===== src/lc3b_pipe_pkg.sv =====
package lc3b_pipe_pkg;

    localparam int WORD_W    = 16;
    localparam int REG_COUNT = 8;

    typedef logic [WORD_W-1:0] word_t;
    typedef logic [2:0]        reg_idx_t;
    typedef logic [2:0]        nzp_t;

    localparam word_t RESET_PC  = 16'h0000;
    // br with an empty nzp field never redirects
    localparam word_t NOP_INSTR = 16'h0000;

    typedef enum logic [3:0] {
        OP_BR  = 4'b0000,
        OP_ADD = 4'b0001,
        OP_AND = 4'b0101,
        OP_LDR = 4'b0110,
        OP_STR = 4'b0111,
        OP_NOT = 4'b1001,
        OP_JMP = 4'b1100,
        OP_LEA = 4'b1110
    } opcode_e;

    typedef enum logic [1:0] {ALU_ADD, ALU_AND, ALU_NOT, ALU_PASS_B} alu_op_e;
    typedef enum logic [1:0] {B_REG, B_IMM5, B_OFF6} alu_b_sel_e;
    typedef enum logic [1:0] {WB_ALU, WB_MEM, WB_PC_OFF} wb_sel_e;
    typedef enum logic [1:0] {FWD_RF, FWD_MEM, FWD_WB} fwd_sel_e;

    typedef struct packed {
        alu_op_e    alu_op;
        alu_b_sel_e alu_b_sel;
        wb_sel_e    wb_sel;
        logic       load_regfile;
        logic       load_cc;
        logic       mem_read;
        logic       mem_write;
        logic       is_branch;
        logic       is_jump;
    } ctrl_t;

    typedef struct packed {
        ctrl_t    ctrl;
        reg_idx_t dest;
        reg_idx_t src1;
        reg_idx_t src2;
        word_t    src1_data;
        word_t    src2_data;
        // pc of the next instruction
        word_t    pc;
        // raw instruction bits 10:0
        word_t    imm;
    } id_ex_t;

    typedef struct packed {
        ctrl_t    ctrl;
        reg_idx_t dest;
        word_t    alu;
        word_t    pc_plus_off;
        word_t    wdata;
        nzp_t     nzp;
    } ex_mem_t;

    typedef struct packed {
        ctrl_t    ctrl;
        reg_idx_t dest;
        word_t    alu;
        word_t    rdata;
        word_t    pc_plus_off;
        nzp_t     nzp;
    } mem_wb_t;

endpackage


===== src/lc3b_pipe_fetch.sv =====
`timescale 1ns/10ps

module lc3b_pipe_fetch (
    input  logic                 clk,
    input  logic                 i_arst_n,
    input  lc3b_pipe_pkg::word_t i_instr,
    input  logic                 i_flush,
    input  lc3b_pipe_pkg::word_t i_target,
    output lc3b_pipe_pkg::word_t o_pc,
    output lc3b_pipe_pkg::word_t o_ifid_instr,
    output lc3b_pipe_pkg::word_t o_ifid_pc
);

    lc3b_pipe_pkg::word_t pc_q;
    lc3b_pipe_pkg::word_t pc_plus2;
    lc3b_pipe_pkg::word_t pc_next;

    assign pc_plus2 = pc_q + 16'd2;
    // a redirect from wb wins over sequential fetch
    assign pc_next  = i_flush ? i_target : pc_plus2;

    always_ff @(posedge clk or negedge i_arst_n) begin
        if (!i_arst_n) begin
            pc_q <= lc3b_pipe_pkg::RESET_PC;
        end else begin
            pc_q <= pc_next;
        end
    end

    // if/id register
    always_ff @(posedge clk or negedge i_arst_n) begin
        if (!i_arst_n) begin
            o_ifid_instr <= lc3b_pipe_pkg::NOP_INSTR;
            o_ifid_pc    <= '0;
        end else if (i_flush) begin
            o_ifid_instr <= lc3b_pipe_pkg::NOP_INSTR;
            o_ifid_pc    <= '0;
        end else begin
            o_ifid_instr <= i_instr;
            o_ifid_pc    <= pc_plus2;
        end
    end

    assign o_pc = pc_q;

endmodule


===== src/lc3b_pipe_decode.sv =====
`timescale 1ns/10ps

module lc3b_pipe_decode (
    input  lc3b_pipe_pkg::word_t    i_instr,
    output lc3b_pipe_pkg::ctrl_t    o_ctrl,
    output lc3b_pipe_pkg::reg_idx_t o_dest,
    output lc3b_pipe_pkg::reg_idx_t o_src1,
    output lc3b_pipe_pkg::reg_idx_t o_src2,
    output lc3b_pipe_pkg::word_t    o_imm
);

    lc3b_pipe_pkg::opcode_e opcode;

    assign opcode = lc3b_pipe_pkg::opcode_e'(i_instr[15:12]);
    // for br the dest field holds nzp
    assign o_dest = i_instr[11:9];
    assign o_src1 = i_instr[8:6];
    assign o_imm  = {5'b0, i_instr[10:0]};

    always_comb begin
        o_ctrl = '0;
        o_src2 = i_instr[2:0];
        case (opcode)
            lc3b_pipe_pkg::OP_ADD,
            lc3b_pipe_pkg::OP_AND: begin
                o_ctrl.alu_op       = (opcode == lc3b_pipe_pkg::OP_ADD) ?
                                      lc3b_pipe_pkg::ALU_ADD : lc3b_pipe_pkg::ALU_AND;
                o_ctrl.alu_b_sel    = i_instr[5] ? lc3b_pipe_pkg::B_IMM5 : lc3b_pipe_pkg::B_REG;
                o_ctrl.load_regfile = 1'b1;
                o_ctrl.load_cc      = 1'b1;
            end
            lc3b_pipe_pkg::OP_NOT: begin
                o_ctrl.alu_op       = lc3b_pipe_pkg::ALU_NOT;
                o_ctrl.load_regfile = 1'b1;
                o_ctrl.load_cc      = 1'b1;
            end
            lc3b_pipe_pkg::OP_LEA: begin
                o_ctrl.wb_sel       = lc3b_pipe_pkg::WB_PC_OFF;
                o_ctrl.load_regfile = 1'b1;
                o_ctrl.load_cc      = 1'b1;
            end
            lc3b_pipe_pkg::OP_LDR: begin
                o_ctrl.alu_b_sel    = lc3b_pipe_pkg::B_OFF6;
                o_ctrl.wb_sel       = lc3b_pipe_pkg::WB_MEM;
                o_ctrl.mem_read     = 1'b1;
                o_ctrl.load_regfile = 1'b1;
                o_ctrl.load_cc      = 1'b1;
            end
            lc3b_pipe_pkg::OP_STR: begin
                o_ctrl.alu_b_sel = lc3b_pipe_pkg::B_OFF6;
                o_ctrl.mem_write = 1'b1;
                // store data rides on the b operand
                o_src2           = i_instr[11:9];
            end
            lc3b_pipe_pkg::OP_BR: begin
                o_ctrl.is_branch = 1'b1;
            end
            lc3b_pipe_pkg::OP_JMP: begin
                // base register passes through the alu as operand b
                o_ctrl.alu_op  = lc3b_pipe_pkg::ALU_PASS_B;
                o_ctrl.is_jump = 1'b1;
                o_src2         = i_instr[8:6];
            end
            default: o_ctrl = '0;
        endcase
    end

endmodule


===== src/lc3b_pipe_regfile.sv =====
`timescale 1ns/10ps

module lc3b_pipe_regfile (
    input  logic                    clk,
    input  logic                    i_arst_n,
    input  logic                    i_we,
    input  lc3b_pipe_pkg::reg_idx_t i_waddr,
    input  lc3b_pipe_pkg::word_t    i_wdata,
    input  lc3b_pipe_pkg::reg_idx_t i_raddr_a,
    input  lc3b_pipe_pkg::reg_idx_t i_raddr_b,
    output lc3b_pipe_pkg::word_t    o_rdata_a,
    output lc3b_pipe_pkg::word_t    o_rdata_b
);

    lc3b_pipe_pkg::word_t regs [lc3b_pipe_pkg::REG_COUNT];

    always_ff @(posedge clk or negedge i_arst_n) begin
        if (!i_arst_n) begin
            for (int i = 0; i < lc3b_pipe_pkg::REG_COUNT; i++) begin
                regs[i] <= '0;
            end
        end else if (i_we) begin
            regs[i_waddr] <= i_wdata;
        end
    end

    // write-through so id sees the value retiring in wb
    assign o_rdata_a = (i_we && i_waddr == i_raddr_a) ? i_wdata : regs[i_raddr_a];
    assign o_rdata_b = (i_we && i_waddr == i_raddr_b) ? i_wdata : regs[i_raddr_b];

endmodule


===== src/lc3b_pipe_forward.sv =====
`timescale 1ns/10ps

module lc3b_pipe_forward (
    input  lc3b_pipe_pkg::reg_idx_t i_src1,
    input  lc3b_pipe_pkg::reg_idx_t i_src2,
    input  lc3b_pipe_pkg::reg_idx_t i_dest_mem,
    input  lc3b_pipe_pkg::reg_idx_t i_dest_wb,
    input  logic                    i_we_mem,
    input  logic                    i_we_wb,
    output lc3b_pipe_pkg::fwd_sel_e o_sel_a,
    output lc3b_pipe_pkg::fwd_sel_e o_sel_b
);

    // mem holds the younger producer, so it is checked first
    always_comb begin
        if (i_we_mem && i_dest_mem == i_src1) begin
            o_sel_a = lc3b_pipe_pkg::FWD_MEM;
        end else if (i_we_wb && i_dest_wb == i_src1) begin
            o_sel_a = lc3b_pipe_pkg::FWD_WB;
        end else begin
            o_sel_a = lc3b_pipe_pkg::FWD_RF;
        end

        if (i_we_mem && i_dest_mem == i_src2) begin
            o_sel_b = lc3b_pipe_pkg::FWD_MEM;
        end else if (i_we_wb && i_dest_wb == i_src2) begin
            o_sel_b = lc3b_pipe_pkg::FWD_WB;
        end else begin
            o_sel_b = lc3b_pipe_pkg::FWD_RF;
        end
    end

endmodule


===== src/lc3b_pipe_execute.sv =====
`timescale 1ns/10ps

module lc3b_pipe_execute (
    input  logic                    clk,
    input  logic                    i_arst_n,
    input  logic                    i_flush,
    input  lc3b_pipe_pkg::ctrl_t    i_ctrl,
    input  lc3b_pipe_pkg::reg_idx_t i_dest,
    input  lc3b_pipe_pkg::reg_idx_t i_src1,
    input  lc3b_pipe_pkg::reg_idx_t i_src2,
    input  lc3b_pipe_pkg::word_t    i_rdata_a,
    input  lc3b_pipe_pkg::word_t    i_rdata_b,
    input  lc3b_pipe_pkg::word_t    i_imm,
    input  lc3b_pipe_pkg::word_t    i_pc,
    input  lc3b_pipe_pkg::word_t    i_fwd_mem,
    input  lc3b_pipe_pkg::word_t    i_fwd_wb,
    input  lc3b_pipe_pkg::reg_idx_t i_dest_mem,
    input  lc3b_pipe_pkg::reg_idx_t i_dest_wb,
    input  logic                    i_we_mem,
    input  logic                    i_we_wb,
    output lc3b_pipe_pkg::ex_mem_t  o_ex_mem
);

    lc3b_pipe_pkg::id_ex_t   id_ex_q;
    lc3b_pipe_pkg::fwd_sel_e sel_a;
    lc3b_pipe_pkg::fwd_sel_e sel_b;
    lc3b_pipe_pkg::word_t    op_a;
    lc3b_pipe_pkg::word_t    op_b;
    lc3b_pipe_pkg::word_t    alu_b;
    lc3b_pipe_pkg::word_t    alu_out;
    lc3b_pipe_pkg::word_t    imm5_sext;
    lc3b_pipe_pkg::word_t    off6_adj;
    lc3b_pipe_pkg::word_t    off9_adj;

    function automatic lc3b_pipe_pkg::word_t fwd_pick(input lc3b_pipe_pkg::fwd_sel_e sel,
                                                      input lc3b_pipe_pkg::word_t rf,
                                                      input lc3b_pipe_pkg::word_t mem_val,
                                                      input lc3b_pipe_pkg::word_t wb_val);
        case (sel)
            lc3b_pipe_pkg::FWD_MEM: return mem_val;
            lc3b_pipe_pkg::FWD_WB:  return wb_val;
            default:                return rf;
        endcase
    endfunction

    // id/ex register
    always_ff @(posedge clk or negedge i_arst_n) begin
        if (!i_arst_n) begin
            id_ex_q <= '0;
        end else if (i_flush) begin
            id_ex_q <= '0;
        end else begin
            id_ex_q <= '{i_ctrl, i_dest, i_src1, i_src2, i_rdata_a, i_rdata_b, i_pc, i_imm};
        end
    end

    lc3b_pipe_forward u_forward (
        .i_src1     (id_ex_q.src1),
        .i_src2     (id_ex_q.src2),
        .i_dest_mem (i_dest_mem),
        .i_dest_wb  (i_dest_wb),
        .i_we_mem   (i_we_mem),
        .i_we_wb    (i_we_wb),
        .o_sel_a    (sel_a),
        .o_sel_b    (sel_b)
    );

    assign op_a = fwd_pick(sel_a, id_ex_q.src1_data, i_fwd_mem, i_fwd_wb);
    assign op_b = fwd_pick(sel_b, id_ex_q.src2_data, i_fwd_mem, i_fwd_wb);

    // word offsets are scaled to byte addresses
    assign imm5_sext = {{11{id_ex_q.imm[4]}}, id_ex_q.imm[4:0]};
    assign off6_adj  = {{9{id_ex_q.imm[5]}}, id_ex_q.imm[5:0], 1'b0};
    assign off9_adj  = {{6{id_ex_q.imm[8]}}, id_ex_q.imm[8:0], 1'b0};

    always_comb begin
        case (id_ex_q.ctrl.alu_b_sel)
            lc3b_pipe_pkg::B_IMM5: alu_b = imm5_sext;
            lc3b_pipe_pkg::B_OFF6: alu_b = off6_adj;
            default:               alu_b = op_b;
        endcase

        case (id_ex_q.ctrl.alu_op)
            lc3b_pipe_pkg::ALU_AND: alu_out = op_a & alu_b;
            lc3b_pipe_pkg::ALU_NOT: alu_out = ~op_a;
            lc3b_pipe_pkg::ALU_PASS_B: alu_out = alu_b;
            default:                alu_out = op_a + alu_b;
        endcase
    end

    assign o_ex_mem.ctrl        = id_ex_q.ctrl;
    assign o_ex_mem.dest        = id_ex_q.dest;
    assign o_ex_mem.alu         = alu_out;
    assign o_ex_mem.pc_plus_off = id_ex_q.pc + off9_adj;
    assign o_ex_mem.wdata       = op_b;
    assign o_ex_mem.nzp         = id_ex_q.dest;

endmodule


===== src/lc3b_pipe_memwb.sv =====
`timescale 1ns/10ps

module lc3b_pipe_memwb (
    input  logic                    clk,
    input  logic                    i_arst_n,
    input  lc3b_pipe_pkg::ex_mem_t  i_ex_mem,
    input  lc3b_pipe_pkg::word_t    i_d_mem_rdata,
    output lc3b_pipe_pkg::word_t    o_d_mem_address,
    output lc3b_pipe_pkg::word_t    o_d_mem_wdata,
    output logic                    o_d_mem_read,
    output logic                    o_d_mem_write,
    output lc3b_pipe_pkg::word_t    o_fwd_mem,
    output lc3b_pipe_pkg::word_t    o_fwd_wb,
    output lc3b_pipe_pkg::reg_idx_t o_dest_mem,
    output lc3b_pipe_pkg::reg_idx_t o_dest_wb,
    output logic                    o_we_mem,
    output logic                    o_we_wb,
    output logic                    o_flush,
    output lc3b_pipe_pkg::word_t    o_target
);

    lc3b_pipe_pkg::ex_mem_t ex_mem_q;
    lc3b_pipe_pkg::mem_wb_t mem_wb_q;
    lc3b_pipe_pkg::word_t   wb_data;
    lc3b_pipe_pkg::nzp_t    cc_q;
    lc3b_pipe_pkg::nzp_t    gencc;

    // a redirect in wb kills everything younger, including the mem stage
    always_ff @(posedge clk or negedge i_arst_n) begin
        if (!i_arst_n) begin
            ex_mem_q <= '0;
            mem_wb_q <= '0;
        end else if (o_flush) begin
            ex_mem_q <= '0;
            mem_wb_q <= '0;
        end else begin
            ex_mem_q <= i_ex_mem;
            mem_wb_q <= '{ex_mem_q.ctrl, ex_mem_q.dest, ex_mem_q.alu, i_d_mem_rdata,
                          ex_mem_q.pc_plus_off, ex_mem_q.nzp};
        end
    end

    assign o_d_mem_address = ex_mem_q.alu;
    assign o_d_mem_wdata   = ex_mem_q.wdata;
    assign o_d_mem_read    = ex_mem_q.ctrl.mem_read & ~o_flush;
    assign o_d_mem_write   = ex_mem_q.ctrl.mem_write & ~o_flush;

    // load data is not ready for forwarding until wb
    assign o_fwd_mem  = (ex_mem_q.ctrl.wb_sel == lc3b_pipe_pkg::WB_PC_OFF) ?
                        ex_mem_q.pc_plus_off : ex_mem_q.alu;
    assign o_dest_mem = ex_mem_q.dest;
    assign o_we_mem   = ex_mem_q.ctrl.load_regfile;

    always_comb begin
        case (mem_wb_q.ctrl.wb_sel)
            lc3b_pipe_pkg::WB_MEM:    wb_data = mem_wb_q.rdata;
            lc3b_pipe_pkg::WB_PC_OFF: wb_data = mem_wb_q.pc_plus_off;
            default:                  wb_data = mem_wb_q.alu;
        endcase
    end

    assign o_fwd_wb  = wb_data;
    assign o_dest_wb = mem_wb_q.dest;
    assign o_we_wb   = mem_wb_q.ctrl.load_regfile;

    // n z p from the value being written
    assign gencc = wb_data[15] ? 3'b100 : ((wb_data == '0) ? 3'b010 : 3'b001);

    always_ff @(posedge clk or negedge i_arst_n) begin
        if (!i_arst_n) begin
            cc_q <= '0;
        end else if (mem_wb_q.ctrl.load_cc) begin
            cc_q <= gencc;
        end
    end

    // branch resolution against the cc left by older instructions
    assign o_flush  = mem_wb_q.ctrl.is_jump |
                      (mem_wb_q.ctrl.is_branch & |(mem_wb_q.nzp & cc_q));
    assign o_target = mem_wb_q.ctrl.is_jump ? mem_wb_q.alu : mem_wb_q.pc_plus_off;

endmodule


===== src/lc3b_pipe_top.sv =====
`timescale 1ns/10ps

module lc3b_pipe_top (
    input  logic                 clk,
    input  logic                 i_arst_n,
    input  lc3b_pipe_pkg::word_t i_i_mem_rdata,
    output lc3b_pipe_pkg::word_t o_i_mem_address,
    output lc3b_pipe_pkg::word_t o_d_mem_address,
    output lc3b_pipe_pkg::word_t o_d_mem_wdata,
    output logic                 o_d_mem_read,
    output logic                 o_d_mem_write,
    input  lc3b_pipe_pkg::word_t i_d_mem_rdata
);

    lc3b_pipe_pkg::word_t    ifid_instr;
    lc3b_pipe_pkg::word_t    ifid_pc;
    lc3b_pipe_pkg::ctrl_t    ctrl;
    lc3b_pipe_pkg::reg_idx_t dest;
    lc3b_pipe_pkg::reg_idx_t src1;
    lc3b_pipe_pkg::reg_idx_t src2;
    lc3b_pipe_pkg::word_t    imm;
    lc3b_pipe_pkg::word_t    rdata_a;
    lc3b_pipe_pkg::word_t    rdata_b;
    lc3b_pipe_pkg::ex_mem_t  ex_mem;
    lc3b_pipe_pkg::word_t    fwd_mem;
    lc3b_pipe_pkg::word_t    fwd_wb;
    lc3b_pipe_pkg::reg_idx_t dest_mem;
    lc3b_pipe_pkg::reg_idx_t dest_wb;
    logic                    we_mem;
    logic                    we_wb;
    logic                    flush;
    lc3b_pipe_pkg::word_t    target;

    lc3b_pipe_fetch u_fetch (
        .clk, .i_arst_n,
        .i_instr      (i_i_mem_rdata),
        .i_flush      (flush),
        .i_target     (target),
        .o_pc         (o_i_mem_address),
        .o_ifid_instr (ifid_instr),
        .o_ifid_pc    (ifid_pc)
    );

    lc3b_pipe_decode u_decode (
        .i_instr (ifid_instr),
        .o_ctrl  (ctrl),
        .o_dest  (dest),
        .o_src1  (src1),
        .o_src2  (src2),
        .o_imm   (imm)
    );

    // wb drives the write port with its forward value
    lc3b_pipe_regfile u_regfile (
        .clk, .i_arst_n,
        .i_we      (we_wb),
        .i_waddr   (dest_wb),
        .i_wdata   (fwd_wb),
        .i_raddr_a (src1),
        .i_raddr_b (src2),
        .o_rdata_a (rdata_a),
        .o_rdata_b (rdata_b)
    );

    lc3b_pipe_execute u_execute (
        .clk, .i_arst_n,
        .i_flush    (flush),
        .i_ctrl     (ctrl),
        .i_dest     (dest),
        .i_src1     (src1),
        .i_src2     (src2),
        .i_rdata_a  (rdata_a),
        .i_rdata_b  (rdata_b),
        .i_imm      (imm),
        .i_pc       (ifid_pc),
        .i_fwd_mem  (fwd_mem),
        .i_fwd_wb   (fwd_wb),
        .i_dest_mem (dest_mem),
        .i_dest_wb  (dest_wb),
        .i_we_mem   (we_mem),
        .i_we_wb    (we_wb),
        .o_ex_mem   (ex_mem)
    );

    lc3b_pipe_memwb u_memwb (
        .clk, .i_arst_n,
        .i_ex_mem        (ex_mem),
        .i_d_mem_rdata   (i_d_mem_rdata),
        .o_d_mem_address (o_d_mem_address),
        .o_d_mem_wdata   (o_d_mem_wdata),
        .o_d_mem_read    (o_d_mem_read),
        .o_d_mem_write   (o_d_mem_write),
        .o_fwd_mem       (fwd_mem),
        .o_fwd_wb        (fwd_wb),
        .o_dest_mem      (dest_mem),
        .o_dest_wb       (dest_wb),
        .o_we_mem        (we_mem),
        .o_we_wb         (we_wb),
        .o_flush         (flush),
        .o_target        (target)
    );

endmodule


===== config.mk =====
export PLATFORM = sky130hd
export DESIGN_NAME = lc3b_pipe_top
export DESIGN_NICKNAME = d
export VERILOG_FILES = /design/src/lc3b_pipe_pkg.sv /design/src/lc3b_pipe_fetch.sv /design/src/lc3b_pipe_decode.sv /design/src/lc3b_pipe_regfile.sv /design/src/lc3b_pipe_forward.sv /design/src/lc3b_pipe_execute.sv /design/src/lc3b_pipe_memwb.sv /design/src/lc3b_pipe_top.sv
export SDC_FILE = /design/constraint.sdc
export NUM_CORES = 1
export LEC_CHECK = 0
export BUFFER_PORTS_ARGS = -buffer_cell sky130_fd_sc_hd__buf_2
export CAP_MARGIN = 40
export CORE_MARGIN = 2
export CORE_UTILIZATION = 45
export DETAILED_ROUTE_END_ITERATION = 8
export PLACE_DENSITY = 0.65
export SLEW_MARGIN = 10
export SYNTH_ARGS = -nofsm -noshare
export SYNTH_HDL_FRONTEND = slang
export SYNTH_SLANG_ARGS = --single-unit

===== constraint.sdc =====
create_clock -name clk -period 12.28 [get_ports clk]
set_input_delay 2.456 -clock clk [delete_from_list [all_inputs] [get_ports clk]]
set_output_delay 2.456 -clock clk [all_outputs]
set_load 0.01 [all_outputs]

==> results.cfg, run 1 <==
[die]
core-area_sq_um = 39900
rows = 73
io_pins = 84
die_w_um = 206
start_util = 0.458
die_area_sq_um = 42300
die_h_um = 206

[pwr]
peakVddDrop_mv = 0.0936
power_mw = 4.95
leakage_nw = 9.40
power_density_nw_per_um2 = 244

[setup_path]
reg2reg_to = u_memwb.o_d_mem_address[13]
critical_path.startpoint_type = flop
end_kind = output pin
worstSetupStartpoint = u_memwb.o_dest_wb[0]
critPathMaxFanout = 13
worstSetupEndpoint = o_d_mem_read
r2r_start = u_memwb.mem_wb_q[60]
r2r_slack_ns = 7.68
criticalPathCategory = flop to output pin
worstPathArrival_ns = 2.37
crit_required_ns = 9.82
reg2reg_depth = 14

[global_routing]
grt_usage = 0.237
grt_pass1_vias = 13700
overflow = 0
grt_pass1_wl_um = 77400
antenna_found_initial = 1
grt_max_degree = 171

[clocking]
cts_hold_buf = 0
root_buffer = clkbuf_16
cts_buffers = 41
htree_levels = 2
cts_sinks = 365
cts_tree = yes
clkTransAtPathRegs_ns = 0.06
post_cts_buffers = 0
clock_path_buffers = 3
clkLatencyLatePin_ns = 0.55
cts_resized = 0

[cells_and_area]
fin_util = 0.509
final_common_cell = dfrtp_1
antenna_cells = 0
final_cells = 2396
final_cell_area_sq_um = 20300
drive_gt1_frac = 0.136
multi_input_area_sq_um = 8250
fillers = 3557
regArea_sq_um = 9140
final_cell_mix = dfrtp_1, nand2_1, o21ai_0
area_growth_pct = 11.0
finalNetCount = 1912

[timing]
maxSlewViolCount = 0
holdWs_ns = 0.444
fin_crit_sh = 0.393
setup-violations-final = 0
hold_viol = 0
fmax_mhz = 207
setup_total_negative_slack_ns = 0
fin_ws_ns = 7.45
fin_skew_ns = 0.0234
rsz0062_at_grt = false
worst_slew_margin_rel = 0.357
worstMarginPinSlew_ns = 0.964
min_period_ns = 4.83

[routing]
vias_per_cell = 5.68
routedWlPerCell_um = 20.4
wirelength_um = 48800
dr.first_iter.drc_count = 1189
drc_errors = 0
ant_nets = 0
first_pass_iters = 6
routed-via-count = 13600

[synthesis]
yosys_warnings = 0
synth-seq-cells = 365
synth_ff_type = dfrtp_1
syn_nets = 1910
async_flop_share = 1.00
syn-cell-area_sq_um = 18300
synth.avg_cell_area_sq_um = 9.95
synth_cell_type_count = 72
synthCells = 1839
synth-edff-count = 0
ys_seq_area_frac = 0.499

[placed_design]
gp_congestion = 0.913
post-dp-hpwl_um = 32600
dp_cells = 2322
pre_cts_slack_ns = 7.41
place_area_sq_um = 19000
port-buffer-count = 83

[run]
maxCapViolCount = 0

[status]
status = complete, no violations

[worst_hold_path]
hp-class = flop to flop
[layout make-up]
| cell class | count | share of cell area |
|---|---|---|
| tap | 525 | 0.0323 |
| timing repair buffer | 123 | 0.0409 |
| sequential | 365 | 0.450 |
| inverter | 31 | 0.00573 |
| multi-input combinational | 1279 | 0.406 |
| clock buffer | 55 | 0.0580 |
| clock inverter | 18 | 0.00678 |
[how the worst min path moves through the flow]
stage	from	endpoint	slack (ns)	cells past startpoint
4_1_cts	u_execute.o_ex_mem[0]	u_memwb.o_dest_mem[0]	0.45	1
5_1_grt	u_fetch.o_ifid_pc[14]	u_execute.id_ex_q[30]	0.46	1
3_3_place_gp	u_fetch.o_ifid_pc[5]	u_execute.id_ex_q[21]	0.43	1
2_1_floorplan	u_fetch.o_ifid_pc[0]	u_execute.id_ex_q[16]	0.43	1
3_5_place_dp	u_execute.o_ex_mem[0]	u_memwb.o_dest_mem[0]	0.43	1
6_report	u_execute.o_ex_mem[0]	u_memwb.o_dest_mem[0]	0.44	1
[registers in the layout, indices dropped and copies added, names as in the netlist, 22 cells and up]
register / cells
u_memwb.ex_mem_q: 22
u_execute.id_ex_q: 60
u_regfile.regs: 128
u_memwb.mem_wb_q: 53
[layer usage]
layer | GRT usage | share of wire | up-vias
met5 | 0 | 0 | -
met4 | 0.0881 | 0.033 | 0
met3 | 0.0315 | 0.056 | 110
met2 | 0.387 | 0.47 | 437
met1 | 0.322 | 0.44 | 6695
li1 | - | - | 6377
[worst max-delay path, stage by stage, from the launching register on]
cell     delay, ns
dfrtp_1       0.60
nand2_1       0.14
a31oi_1       0.35
buf_4         0.29
nor2_4        0.08
and2_1        0.20
buf_2         0.15
[Yosys cell counts, types with 3 or more instances]
cell,number,area share
a2111oi_0,3,0.0014
nand2_1,278,0.057
nand3_1,46,0.013
clkbuf_1,99,0.020
dfrtp_1,365,0.50
and3_1,9,0.0031
buf_1,7,0.0014
o21ai_1,6,0.0016
buf_2,19,0.0052
inv_1,31,0.0064
a31oi_1,21,0.0072
mux2_2,7,0.0043
a21oi_1,78,0.021
nor3_1,8,0.0022
ha_1,35,0.024
a211oi_1,21,0.0086
o211ai_1,9,0.0037
and2_1,122,0.042
nor2b_1,4,0.0014
a21o_1,12,0.0049
xnor2_1,37,0.018
o21a_1,10,0.0041
o221ai_1,9,0.0043
nand2b_1,3,0.0010
xor2_1,19,0.0091
nand4_1,11,0.0038
o22ai_1,17,0.0058
buf_6,4,0.0025
nor2_1,113,0.023
mux4_2,36,0.044
or4_1,3,0.0012
buf_4,35,0.014
a221o_1,11,0.0060
o221a_2,3,0.0018
a22o_1,3,0.0014
mux2i_1,85,0.047
a22oi_1,14,0.0057
nor4_1,4,0.0014
o21ai_0,194,0.053
and4_1,3,0.0014
[cell families after synthesis]
family          Yosys count  synth area share
mux                     129            0.0960
compound gates          436             0.144
simple gates            621             0.158
fa+ha+maj                37            0.0261
buf+inv                 195            0.0501
xor+xnor                 56            0.0268
flops                   365             0.499
[where the power goes]
part	switching [mW]	total [mW]	internal [mW]
clock network	0.498	1.19	0.696
registers	0.321	1.98	1.66
logic	1.00	1.78	0.774
Note: power is estimated with default switching activity, not from simulation.
==> run 2: changes to the inputs <==
- ABC_AREA: unset -> 1
- clock period: 12.28 -> 5 ns (I/O delays scaled with it)
==> results.cfg, run 2 <==
[timing]
worstMarginPinSlew_ns = 0.895
rsz0062_at_grt = false
min_period_ns = 4.08
fmax_mhz = 245
setup_total_negative_slack_ns = 0
setup-violations-final = 0
fin_skew_ns = 0.0267
hold_viol = 0
maxSlewViolCount = 0
fin_crit_sh = 0.816
worst_slew_margin_rel = 0.403

[routing]
routedWlPerCell_um = 19.5
ant_nets = 0
routed-via-count = 17600
drc_errors = 0
first_pass_iters = 6
vias_per_cell = 5.55
wirelength_um = 61800
dr.first_iter.drc_count = 2050

[pwr]
clkPwrFrac = 0.224
pwr-share-seq = 0.371
p_int_mw = 7.82
power_density_nw_per_um2 = 631
peakVddDrop_mv = 0.270
pwr-share-comb = 0.405
p_switching_mw = 5.72
swShare = 0.422
leakage_nw = 10.8

[clocking]
cts_resized = 0
post_cts_buffers = 0
clock_path_buffers = 3
cts_buffers = 41
clkLatencyLatePin_ns = 0.58
cts_sinks = 365
cts_hold_buf = 0
root_buffer = clkbuf_16
cts_tree = yes
clkTransAtPathRegs_ns = 0.06
htree_levels = 2

[setup_path]
cp_slowest_cell = dfrtp_1
crit_chain = xor2_1, nor2_1, nand2_1, buf_4, clkinv_1, nor2_1, nand2_1, nand3_1, inv_1, ha_1, fa_1, nand3_1, nand3_1, nand3_1, nand2_1, nand2_1, nand3_1, nand2_1, nor2_1
crit_required_ns = 5.42
criticalPathCategory = flop to flop
cpPeakStageDelay_ns = 0.60
worstPathArrival_ns = 4.50
path_buf_inv = 3
critical_path.startpoint_type = flop
end_kind = flop
critPathTopFamily = simple AND/OR/NAND/NOR gates
critPathMaxFanout = 18

[global_routing]
grt_pass1_vias = 17000
grt_usage = 0.282
antenna_found_initial = 0
overflow = 0
grt_max_degree = 118
grt_pass1_wl_um = 97700

[synthesis]
synth_ff_type = dfrtp_1
ys_seq_area_frac = 0.471
synth_top_area_share = 0.471
post-synth-top-count-cell = nand2_1
synth_cell_type_count = 41
syn-cell-area_sq_um = 19400
yosys_warnings = 0
synthCells = 2611
synth-seq-cells = 365
synthTopCellsByArea = dfrtp_1, nand2_1, nand3_1, nor2_1, o21ai_0
synth.avg_cell_area_sq_um = 7.43
async_flop_share = 1.00
ys_top_cells_by_count = nand2_1, dfrtp_1, nor2_1
yosys.area.top_type = dfrtp_1
syn_nets = 2682
synth-edff-count = 0

[die]
rows = 76
die_area_sq_um = 44800
io_pins = 84
core-area_sq_um = 42800
die_h_um = 212
start_util = 0.453
die_w_um = 212

[cells_and_area]
reg_top3 = u_regfile.regs: 128 flops, u_execute.id_ex_q: 60 flops, u_memwb.mem_wb_q: 53 flops
final_cell_mix = nand2_1, dfrtp_1, nor2_1
final_cells = 3176
final_common_cell = nand2_1
largest_register_ffs = 128
area_growth_pct = 10.7
fin_util = 0.502
largest_register = u_regfile.regs
finalNetCount = 2670
fillers = 4111
drive_gt1_frac = 0.0928

[status]
status = complete, no violations

[placed_design]
post-dp-hpwl_um = 41400
dp_cells = 3102
port-buffer-count = 83
gp_congestion = 0.927

[run]
maxCapViolCount = 0

[worst_hold_path]
hp-class = flop to flop
==> run 2: cell count changes in the layout (fill, tap and decap cells not counted), moves of 36 or more <==
cell	delta
inv_1	+224
nor2_1	+208
nand3_1	+217
and2_1	-122
nand2_1	+372
mux4_2	-36
mux2i_1	-85
a21oi_1	+70
==> run 2: power groups by stage <==
stage	combinational (mW)	clock [mW]	sequential (mW)
finish	5.48	3.04	5.02
global route	6.17	3.21	5.14
CTS	5.42	3.09	5.00
detailed placement	5.39	0	5.04
global placement	5.33	0	5.02
floorplan	3.89	0	4.74
==> run 2: routing by layer <==
| layer | GRT usage | up-vias | share of wire |
|---|---|---|---|
| met2 | 0.456 | 758 | 0.46 |
| met3 | 0.0411 | 127 | 0.076 |
| met1 | 0.385 | 8447 | 0.43 |
| li1 | - | 8300 | - |
| met5 | 0 | - | 0 |
| met4 | 0.104 | 0 | 0.035 |
==> run 2: path summary, 6_finish.rpt <==
kind | from | endpoint | cells past startpoint | slack (ns)
setup / recovery | u_execute.id_ex_q[8] | u_memwb.o_d_mem_address[12] | 19 | 0.92
hold / removal | u_execute.o_ex_mem[54] | u_memwb.ex_mem_q[54] | 2 | 0.47
setup reg to reg | u_execute.id_ex_q[8] | u_memwb.o_d_mem_address[12] | 19 | 0.92
hold reg to reg | u_execute.o_ex_mem[54] | u_memwb.ex_mem_q[54] | 2 | 0.47
max in group asynchronous | i_arst_n | u_execute.id_ex_q[40] | 2 | 3.41
min in group asynchronous | i_arst_n | u_fetch.o_pc[12] | 1 | 0.50
==> run 2: worst min-delay path: cells and delay by family, from the launching register on <==
kind | cells | cell delay [ns]
simple gates | 1 | 0.04
flops | 1 | 0.35
buf+inv | 1 | 0.05
==> run 2: layout make-up <==
cell class              count  area, sq um  area share
diodes                      1         2.50    0.000117
clock buffers              54         1170      0.0543
clock inverters            19          186     0.00869
inverters                 272         1030      0.0478
multi-input cells        1789         8410       0.392
flip-flops and latches    365         9140       0.426
well taps                 546          683      0.0318
repair buffers            130          851      0.0396
==> run 2: logic make-up (layout without fill, tap and decap cells) <==
family	count (synthesis)	after routing	synth area share
AO/OA/AOI/OAI	426	426	0.118
XOR/XNOR	14	14	0.00632
adder cells (fa/ha/maj)	37	37	0.0246
buffers and inverters	457	475	0.0961
flip-flops	365	365	0.471
other	0	1	0
AND/OR/NAND/NOR	1312	1312	0.284
==> run 2: stage by stage <==
step	instance area [sq um]	worst slack (ns)	power (mW)	hold WS, ns
after floorplan	19400	1.98	8.63	0.448
after global placement	20000	1.04	10.4	0.451
after detailed placement	20100	1.00	10.4	0.460
after CTS	21500	0.987	13.5	0.467
after global routing	21500	0.596	14.5	0.491
final	21500	0.920	13.5	0.468
